[src/lb_pkg.sv]
// shared sizes, pixel/window/mask types and position classes for the 3x3 window generator
`default_nettype none

package lb_pkg;

  localparam int PIX_W    = 16;        // bits per pixel
  localparam int WIN      = 3;         // window side
  localparam int WIN_TAPS = WIN * WIN; // taps per window
  localparam int LINE_MAX = 64;        // longest line, power of two for pointer wrap
  localparam int CNT_W    = 16;        // counter and width field size
  localparam int ADDR_W   = $clog2(LINE_MAX); // line delay address bits

  typedef logic [PIX_W-1:0] pixel_t;

  // tap 0 is top-left (two rows up, two cols left)
  // tap 8 is bottom-right, the pixel being accepted
  // taps run row by row
  typedef pixel_t [WIN_TAPS-1:0] window_t;

  typedef logic [WIN_TAPS-1:0] mask_t; // 1 keeps the tap

  typedef logic [CNT_W-1:0] cnt_t; // line position or width

  // position class of the current pixel
  // row 0 / row 1 / row 2+ crossed with col 0 / col 1 / col 2+
  typedef enum logic [3:0] {
    rim_r0c0,
    rim_r0c1,
    rim_r0cn,
    rim_r1c0,
    rim_r1c1,
    rim_r1cn,
    rim_rnc0,
    rim_rnc1,
    rim_rncn
  } rim_e;

endpackage

`default_nettype wire

[src/pix_stream_if.sv]
// valid/ready pixel stream from the top-level input into the line store
`timescale 1ns/1ps
`default_nettype none

interface pix_stream_if;
  import lb_pkg::*;

  logic   valid;  // beat present
  logic   ready;  // sink can take it
  pixel_t pixel;  // one pixel, raster order
  logic   last;   // final pixel of the frame

  // source holds pixel and last while stalled
  modport src (
    output valid,
    output pixel,
    output last,
    input  ready
  );

  modport snk (
    input  valid,
    input  pixel,
    input  last,
    output ready
  );

endinterface

`default_nettype wire

[src/win_stream_if.sv]
// valid/ready window stream carrying assembled 3x3 windows and their position class to the gate
`timescale 1ns/1ps
`default_nettype none

interface win_stream_if;
  import lb_pkg::*;

  logic    valid;   // follows the pixel stream combinationally
  logic    ready;   // from the output gate
  window_t window;  // taps for the pixel on the bus
  rim_e    rim;     // where that pixel sits in the frame
  logic    last;    // frame end marker, passed through

  // line_store side
  modport src (
    output valid,
    output window,
    output rim,
    output last,
    input  ready
  );

  // window_gate side
  // beat is taken only when valid seen with ready high
  modport snk (
    input  valid,
    input  window,
    input  rim,
    input  last,
    output ready
  );

endinterface

`default_nettype wire

[src/raster_counter.sv]
// column/row counters for accepted pixels, giving the position class of the pixel being accepted
`timescale 1ns/1ps
`default_nettype none

module raster_counter (
  input  logic          clk,
  input  logic          rst_n,
  input  logic          accept,     // beat transfers this edge
  input  logic          last,       // frame end on this beat
  input  lb_pkg::cnt_t  cfg_width,  // pixels per line
  output lb_pkg::rim_e  rim         // class of current pixel
);
  import lb_pkg::*;

  cnt_t       col;      // column of the pixel on the bus
  cnt_t       row;      // row of the pixel on the bus, saturates
  logic       col_end;  // this pixel closes its line
  logic [1:0] row_cls;  // 0, 1 or 2+
  logic [1:0] col_cls;

  assign col_end = (col == cfg_width - cnt_t'(1));

  always_ff @(posedge clk or negedge rst_n)
  begin
    if (!rst_n)
    begin
      col <= '0;
      row <= '0;
    end
    else if (accept)
    begin
      if (last)
      begin
        col <= '0;  // next frame starts at origin
        row <= '0;
      end
      else if (col_end)
      begin
        col <= '0;
        if (row != '1)
          row <= row + cnt_t'(1);  // only 0/1/2+ matter, so stick at top
      end
      else
        col <= col + cnt_t'(1);
    end
  end

  assign row_cls = (row == '0) ? 2'd0 : (row == cnt_t'(1)) ? 2'd1 : 2'd2;
  assign col_cls = (col == '0) ? 2'd0 : (col == cnt_t'(1)) ? 2'd1 : 2'd2;

  always_comb
  begin
    case ({row_cls, col_cls})
      4'b00_00: rim = rim_r0c0;
      4'b00_01: rim = rim_r0c1;
      4'b00_10: rim = rim_r0cn;
      4'b01_00: rim = rim_r1c0;
      4'b01_01: rim = rim_r1c1;
      4'b01_10: rim = rim_r1cn;
      4'b10_00: rim = rim_rnc0;
      4'b10_01: rim = rim_rnc1;
      default:  rim = rim_rncn;  // row 2+, col 2+
    endcase
  end

endmodule

`default_nettype wire

[src/line_store.sv]
// two line delays and the 3x3 window registers, assembling the window for each incoming pixel
`timescale 1ns/1ps
`default_nettype none

module line_store (
  input  logic          clk,
  input  logic          rst_n,
  input  lb_pkg::cnt_t  cfg_width,  // line length, 3..LINE_MAX
  pix_stream_if.snk     pix,
  win_stream_if.src     win
);
  import lb_pkg::*;

  logic              accept;                         // pixel beat transfers
  logic [ADDR_W-1:0] wr_ptr;                         // shared by both delays
  logic [ADDR_W-1:0] rd_ptr;                         // trails wr_ptr by one line
  pixel_t            line_mem [WIN-1][LINE_MAX];     // [0] one line back, [1] two lines back
  pixel_t            line_in  [WIN-1];
  pixel_t            line_out [WIN-1];
  pixel_t            col_in   [WIN];                 // newest column, top to bottom
  pixel_t            win_reg  [WIN][WIN-1];          // two older columns per row
  window_t           window_asm;

  // handshake straight through, the gate decides ready
  assign pix.ready = win.ready;
  assign win.valid = pix.valid;
  assign win.last  = pix.last;
  assign accept    = pix.valid & pix.ready;

  // LINE_MAX wide width truncates to 0 so read and write slots coincide
  // read happens before the write lands, so that still gives the old line
  assign rd_ptr = wr_ptr - cfg_width[ADDR_W-1:0];

  always_ff @(posedge clk or negedge rst_n)
  begin
    if (!rst_n)
      wr_ptr <= '0;
    else if (accept)
      wr_ptr <= wr_ptr + 1'b1;  // wraps at LINE_MAX
  end

  // delays chained: pixel into [0], output of [0] into [1]
  assign line_in[0] = pix.pixel;
  assign line_in[1] = line_out[0];

  always_comb
  begin
    for (int k = 0; k < WIN-1; k++)
      line_out[k] = line_mem[k][rd_ptr];
  end

  always_ff @(posedge clk)
  begin
    if (accept)
      for (int k = 0; k < WIN-1; k++)
        line_mem[k][wr_ptr] <= line_in[k];
  end

  assign col_in[0] = line_out[1];  // two rows up
  assign col_in[1] = line_out[0];  // one row up
  assign col_in[2] = pix.pixel;    // current row

  // shift each row left by one column per accept
  always_ff @(posedge clk)
  begin
    if (accept)
      for (int i = 0; i < WIN; i++)
      begin
        for (int j = 0; j < WIN-2; j++)
          win_reg[i][j] <= win_reg[i][j+1];
        win_reg[i][WIN-2] <= col_in[i];
      end
  end

  always_comb
  begin
    for (int i = 0; i < WIN; i++)
    begin
      for (int j = 0; j < WIN-1; j++)
        window_asm[i*WIN+j] = win_reg[i][j];
      window_asm[i*WIN+WIN-1] = col_in[i];  // right column is live
    end
  end

  assign win.window = window_asm;

  raster_counter u_raster_counter (
    .clk       (clk),
    .rst_n     (rst_n),
    .accept    (accept),
    .last      (pix.last),
    .cfg_width (cfg_width),
    .rim       (win.rim)
  );

endmodule

`default_nettype wire

[src/window_gate.sv]
// masks padded taps, drops windows reaching outside the image, and holds the one-entry output
`timescale 1ns/1ps
`default_nettype none

module window_gate (
  input  logic             clk,
  input  logic             rst_n,
  input  logic             pad_en,      // zero-pad edges instead of dropping
  win_stream_if.snk        win,
  output logic             out_valid,
  input  logic             out_ready,
  output lb_pkg::window_t  out_window,
  output logic             out_last
);
  import lb_pkg::*;

  mask_t   mask;        // per-tap keep bits for this class
  window_t masked;
  logic    keep;        // beat produces an output window
  logic    take;        // beat consumed this edge

  // bit 8 is the current pixel, bits 2..0 the top tap row
  // row 0 clears two top rows, row 1 the top row
  // col 0 clears two left columns, col 1 the left column
  always_comb
  begin
    case (win.rim)
      rim_r0c0: mask = 9'b100_000_000;
      rim_r0c1: mask = 9'b110_000_000;
      rim_r0cn: mask = 9'b111_000_000;
      rim_r1c0: mask = 9'b100_100_000;
      rim_r1c1: mask = 9'b110_110_000;
      rim_r1cn: mask = 9'b111_111_000;
      rim_rnc0: mask = 9'b100_100_100;
      rim_rnc1: mask = 9'b110_110_110;
      rim_rncn: mask = 9'b111_111_111;
      default:  mask = '0;
    endcase
  end

  // without padding only rncn survives and its mask is all ones
  always_comb
  begin
    for (int t = 0; t < WIN_TAPS; t++)
      masked[t] = mask[t] ? win.window[t] : '0;
  end

  assign keep = pad_en | (win.rim == rim_rncn);

  // slot free, or being emptied this cycle
  assign win.ready = ~out_valid | out_ready;
  assign take      = win.valid & win.ready;

  always_ff @(posedge clk or negedge rst_n)
  begin
    if (!rst_n)
      out_valid <= 1'b0;
    else if (take && keep)
      out_valid <= 1'b1;
    else if (out_ready)
      out_valid <= 1'b0;  // drained, dropped beats leave it empty
  end

  always_ff @(posedge clk)
  begin
    if (take && keep)
    begin
      out_window <= masked;
      out_last   <= win.last;
    end
  end

endmodule

`default_nettype wire

[src/line_window_top.sv]
// top level of the streaming 3x3 window generator with plain stream ports
`timescale 1ns/1ps
`default_nettype none

module line_window_top (
  input  logic             clk,
  input  logic             rst_n,
  input  lb_pkg::cnt_t     cfg_width,   // change only between frames
  input  logic             pad_en,      // same
  input  logic             in_valid,
  output logic             in_ready,
  input  lb_pkg::pixel_t   in_pixel,
  input  logic             in_last,
  output logic             out_valid,
  input  logic             out_ready,
  output lb_pkg::window_t  out_window,
  output logic             out_last
);

  pix_stream_if u_pix ();
  win_stream_if u_win ();

  // input side of the pixel stream
  assign u_pix.valid = in_valid;
  assign u_pix.pixel = in_pixel;
  assign u_pix.last  = in_last;
  assign in_ready    = u_pix.ready;  // not out_valid, or out_ready

  line_store u_line_store (
    .clk       (clk),
    .rst_n     (rst_n),
    .cfg_width (cfg_width),
    .pix       (u_pix),
    .win       (u_win)
  );

  // one window held at the output
  window_gate u_window_gate (
    .clk        (clk),
    .rst_n      (rst_n),
    .pad_en     (pad_en),
    .win        (u_win),
    .out_valid  (out_valid),
    .out_ready  (out_ready),
    .out_window (out_window),
    .out_last   (out_last)
  );

endmodule

`default_nettype wire

[config.mk]
export PLATFORM = sky130hd
export DESIGN_NAME = line_window_top
export DESIGN_NICKNAME = d
export VERILOG_FILES = /design/src/lb_pkg.sv /design/src/pix_stream_if.sv /design/src/win_stream_if.sv /design/src/raster_counter.sv /design/src/line_store.sv /design/src/window_gate.sv /design/src/line_window_top.sv
export SDC_FILE = /design/constraint.sdc
export NUM_CORES = 2
export LEC_CHECK = 0
export ABC_CLOCK_PERIOD_IN_PS = 9450
export BUFFER_PORTS_ARGS = -buffer_cell sky130_fd_sc_hd__buf_2
export CORE_MARGIN = 5
export CORE_UTILIZATION = 45
export CTS_CLUSTER_SIZE = 14
export DETAILED_ROUTE_END_ITERATION = 8
export HOLD_SLACK_MARGIN = 0.02
export PLACE_DENSITY = 0.7
export REMOVE_ABC_BUFFERS = 1
export SYNTH_ARGS = -nofsm -noshare
export SYNTH_HDL_FRONTEND = slang
export SYNTH_SLANG_ARGS = --single-unit
[constraint.sdc]
create_clock -name clk -period 9.45 [get_ports clk]
set_clock_uncertainty 0.05 [all_clocks]
set_input_delay 2.835 -clock clk [delete_from_list [all_inputs] [get_ports clk]]
set_output_delay 2.835 -clock clk [all_outputs]
set_load 0.05 [all_outputs]
==> flow_metrics.env <==
export IMPL_cts_repair_resize_count=0
export IMPL_count_of_distinct_cell_types_in_the_synthesized_netlist=61
export IMPL_global_route_usage_met3_pct=3.90
export IMPL_global_route_track_usage_on_met1_pct=31.2
export IMPL_worstSetupStartpointType="primary input"
export IMPL_groute_usage_overall_pct=21.5
export IMPL_reg2reg_depth=12
export IMPL_grt_busiest_layer="met2"
export IMPL_drt_wirelength_per_cell_um=32.2
export IMPL_max_slew_margin_rel_pct=14.0
export IMPL_synthAdderAreaFrac_pct=0.205
export IMPL_synth_cell_area_mm2=0.0890
export IMPL_mean_instance_size_in_the_synthesized_netlist_um2=23.5
export IMPL_dp_final_hpwl_um=117000
export IMPL_die_area_mm2=0.207
export IMPL_synthXorXnorAreaFrac_pct=0.266
export IMPL_stdcell_area_mm2=0.101
export IMPL_leakage_nw=31.8
export IMPL_grt_setup_unrepaired="no"
export IMPL_root_buffer_master="sky130_fd_sc_hd__clkbuf_16"
export IMPL_timing_hold_worst_start="u_line_store.win_reg[1][11]"
export IMPL_drt_iter0_markers=5950
export IMPL_cts_tree="done"
export IMPL_cts_post_setup_buffers_inserted=0
export IMPL_drive_gt1_share_pct=31.8
export IMPL_crit_arrival_ps=7630
export IMPL_synthArstFlopShare_pct=1.68
export IMPL_largest_register_ffs=2048
export IMPL_timing_final_setup_violations=0
export IMPL_drtPass1Iterations=6
export IMPL_grt_overflow_total=0
export IMPL_setup_total_negative_slack_ps=0
export IMPL_synth_top_family_by_area="multiplexers"
export IMPL_min_path_cells=0
export IMPL_grt_first_pass_wirelength_um=315000
export IMPL_syn_instance_count=3792
export IMPL_clk_insertion_delay_late_ps=840
export IMPL_worst_setup_hold_path_clk_slew_ps=60
export IMPL_die_height_um=455
export IMPL_cts_buffers=215
export IMPL_maximum_number_of_pins_on_one_net_before_global_route_repair=138
export IMPL_ys_dominant_reg_cell="sky130_fd_sc_hd__edfxtp_1"
export IMPL_worst_case_hold_path_end_point="u_line_store.win_reg[1][27]"
export IMPL_fillers=15000
export IMPL_initial_utilization_pct=45.2
export IMPL_synth_compound_gate_area_share_pct=0.599
export IMPL_routed_via_count=42600
export IMPL_regToRegEndpoint="u_window_gate.out_window[94]"
export IMPL_ctsHtreeMaxLevel=4
export IMPL_synthMuxAreaShare_pct=17.3
export IMPL_hold_violations=0
export IMPL_num_io_pins=185
export IMPL_cts_hold_buf=0
export IMPL_ys_ff_latch=2328
export IMPL_timing_worst_slew_pin_value_ps=1290
export IMPL_cp_end_kind="flop"
export IMPL_detail_route_vias_per_cell=6.12
export IMPL_final_min_clock_period_ps=7100
export IMPL_die_width_um=455
export IMPL_timing_final_crit_share_pct=75.2
export IMPL_power_density_mw_per_mm2=399
export IMPL_place_port_buffers=184
export IMPL_grt_util_met2_pct=33.8
export IMPL_clock_tree_buffer_depth=3
export IMPL_timing_rr_start="u_line_store.wr_ptr[0]"
export IMPL_finalWeightedCongestion=0.779
export IMPL_core_region_area_mm2=0.197
export IMPL_worstHoldPathType="reg2reg"
export IMPL_outcome="finished, final reports clean"
export IMPL_crit_required_ps=9970
export IMPL_register_area_share_after_synthesis_pct=78.3
export IMPL_worst_ir_drop_vdd_uv=622
export IMPL_clock_sinks=2328
export IMPL_synth_simple_gate_area_share_pct=2.38
export IMPL_grt_pass1_vias=41600
export IMPL_worstSetupPathType="in2reg"
export IMPL_detailed_place_area_mm2=0.0945
export IMPL_slew_violations=0
export IMPL_drv_cap=0
export IMPL_fmaxAchievable_ghz=0.141
export IMPL_cp_max_fo=66
export IMPL_synthesis_yosys_warnings=0
export IMPL_drt_drc_violations_left=0
export IMPL_worst_r2r_setup_slack_ps=4080
export IMPL_initial_antenna_violation_count=12
export IMPL_area_growth_synth_to_final_pct=13.7
export IMPL_nNetsFinal=4181
export IMPL_count_of_flip_flops_with_a_built_in_enable_after_synthesis=2289
export IMPL_route_antenna_remaining_nets=0
export IMPL_std_cell_rows=163
export IMPL_finalWirelength_um=224000
==> routing by layer <==
metal	wire, µm	share of wire, %
met3	23800	11
met1	86600	39
met5	0	0
met4	6770	3.0
met2	107000	48
==> final cells by class <==
cell class	count	area [µm²]	area share, %
multi-input cells	1243	19200	19.0
diodes	5	12.5	0.0124
clock buffers	270	5610	5.54
well taps	2640	3300	3.26
repair buffers	323	2140	2.11
inverters	18	72.6	0.0717
flip-flops and latches	2328	69700	68.9
clock inverters	128	1160	1.15
==> placed cells by master, fill, tap and decap left out, types with 39 or more instances in the layout <==
cell type                   count
sky130_fd_sc_hd__dfrtp_1       39
sky130_fd_sc_hd__clkbuf_1      54
sky130_fd_sc_hd__nor2b_1       39
sky130_fd_sc_hd__buf_4        125
sky130_fd_sc_hd__mux4_2       640
sky130_fd_sc_hd__nand2_1       40
sky130_fd_sc_hd__nor2_4        65
sky130_fd_sc_hd__and2_1        98
sky130_fd_sc_hd__clkinv_1      55
sky130_fd_sc_hd__buf_2        184
sky130_fd_sc_hd__edfxtp_1    2289
sky130_fd_sc_hd__clkbuf_16    216
sky130_fd_sc_hd__mux2i_1       82
==> Yosys cell counts, types with 6 or more instances <==
library cell	instances	area, µm²
sky130_fd_sc_hd__nor2b_1	39	244
sky130_fd_sc_hd__or3_1	17	106
sky130_fd_sc_hd__nand2_1	41	154
sky130_fd_sc_hd__nor2_1	84	315
sky130_fd_sc_hd__mux4_2	640	14400
sky130_fd_sc_hd__nor4_1	10	62.6
sky130_fd_sc_hd__mux2i_1	98	981
sky130_fd_sc_hd__nor3_1	16	80.1
sky130_fd_sc_hd__ha_1	13	163
sky130_fd_sc_hd__clkbuf_1	139	522
sky130_fd_sc_hd__edfxtp_1	2289	68700
sky130_fd_sc_hd__nand3_1	21	105
sky130_fd_sc_hd__nand4_1	10	62.6
sky130_fd_sc_hd__o21ai_1	8	40.0
sky130_fd_sc_hd__o31ai_2	6	75.1
sky130_fd_sc_hd__and2_1	98	613
sky130_fd_sc_hd__a21oi_1	17	85.1
sky130_fd_sc_hd__inv_1	18	67.6
sky130_fd_sc_hd__or4_1	7	52.6
sky130_fd_sc_hd__dfrtp_1	39	976
sky130_fd_sc_hd__and3_1	11	68.8
sky130_fd_sc_hd__buf_1	58	218
sky130_fd_sc_hd__nand2b_1	6	37.5
sky130_fd_sc_hd__xnor2_1	19	166
sky130_fd_sc_hd__o21ai_0	21	105
sky130_fd_sc_hd__xor2_1	8	70.1
==> critical path, cell delays in order <==
cell,delay [ps]
sky130_fd_sc_hd__buf_2,160
sky130_fd_sc_hd__inv_1,140
sky130_fd_sc_hd__ha_1,310
sky130_fd_sc_hd__nor2b_1,130
sky130_fd_sc_hd__o21a_1,180
sky130_fd_sc_hd__o21a_1,210
sky130_fd_sc_hd__nor2_4,910
sky130_fd_sc_hd__buf_4,460
sky130_fd_sc_hd__buf_4,380
sky130_fd_sc_hd__mux4_2,350
sky130_fd_sc_hd__mux2i_1,670
sky130_fd_sc_hd__mux2i_4,170
sky130_fd_sc_hd__buf_4,380
sky130_fd_sc_hd__nor2b_1,240
==> worst max path at each step <==
stage                       from                             end  slack (ps)
finish              cfg_width[1]    u_window_gate.out_window[81]        2350
CTS                 cfg_width[1]    u_window_gate.out_window[92]        2450
detailed placement  cfg_width[1]    u_window_gate.out_window[92]        1550
global placement    cfg_width[1]    u_window_gate.out_window[81]        1590
global route        cfg_width[1]    u_window_gate.out_window[81]        2310
floorplan           cfg_width[0]  u_line_store.line_mem[0][1024]      -16660
==> through the flow <==
stage	total power [W]	hold slack, ps	setup slack, ps	cells	util [%]
after floorplan	0.0261	367	-16660	3589	-
after global placement	0.0319	371	1590	6552	47.9
after detailed placement	0.0323	376	1550	6552	47.9
after CTS	0.0406	389	2450	6950	51.4
after global routing	0.0418	396	2310	6951	51.4
final	0.0404	388	2350	6955	51.4
==> logic make-up (layout without fill, tap and decap cells) <==
logic type | count (synthesis) | in the layout
compound gates | 80 | 80
simple gates | 383 | 383
mux | 739 | 739
xor+xnor | 27 | 27
buf+inv | 221 | 739
flops | 2328 | 2328
other cells | 0 | 5
fa+ha+maj | 14 | 14
==> power by group <==
| part | internal, W | total (W) | switching, W |
|---|---|---|---|
| Combinational | 0.00546 | 0.0156 | 0.0102 |
| Clock | 0.00460 | 0.00837 | 0.00377 |
| Sequential | 0.0161 | 0.0164 | 0.000298 |
Note: power is estimated with default switching activity, not from simulation.
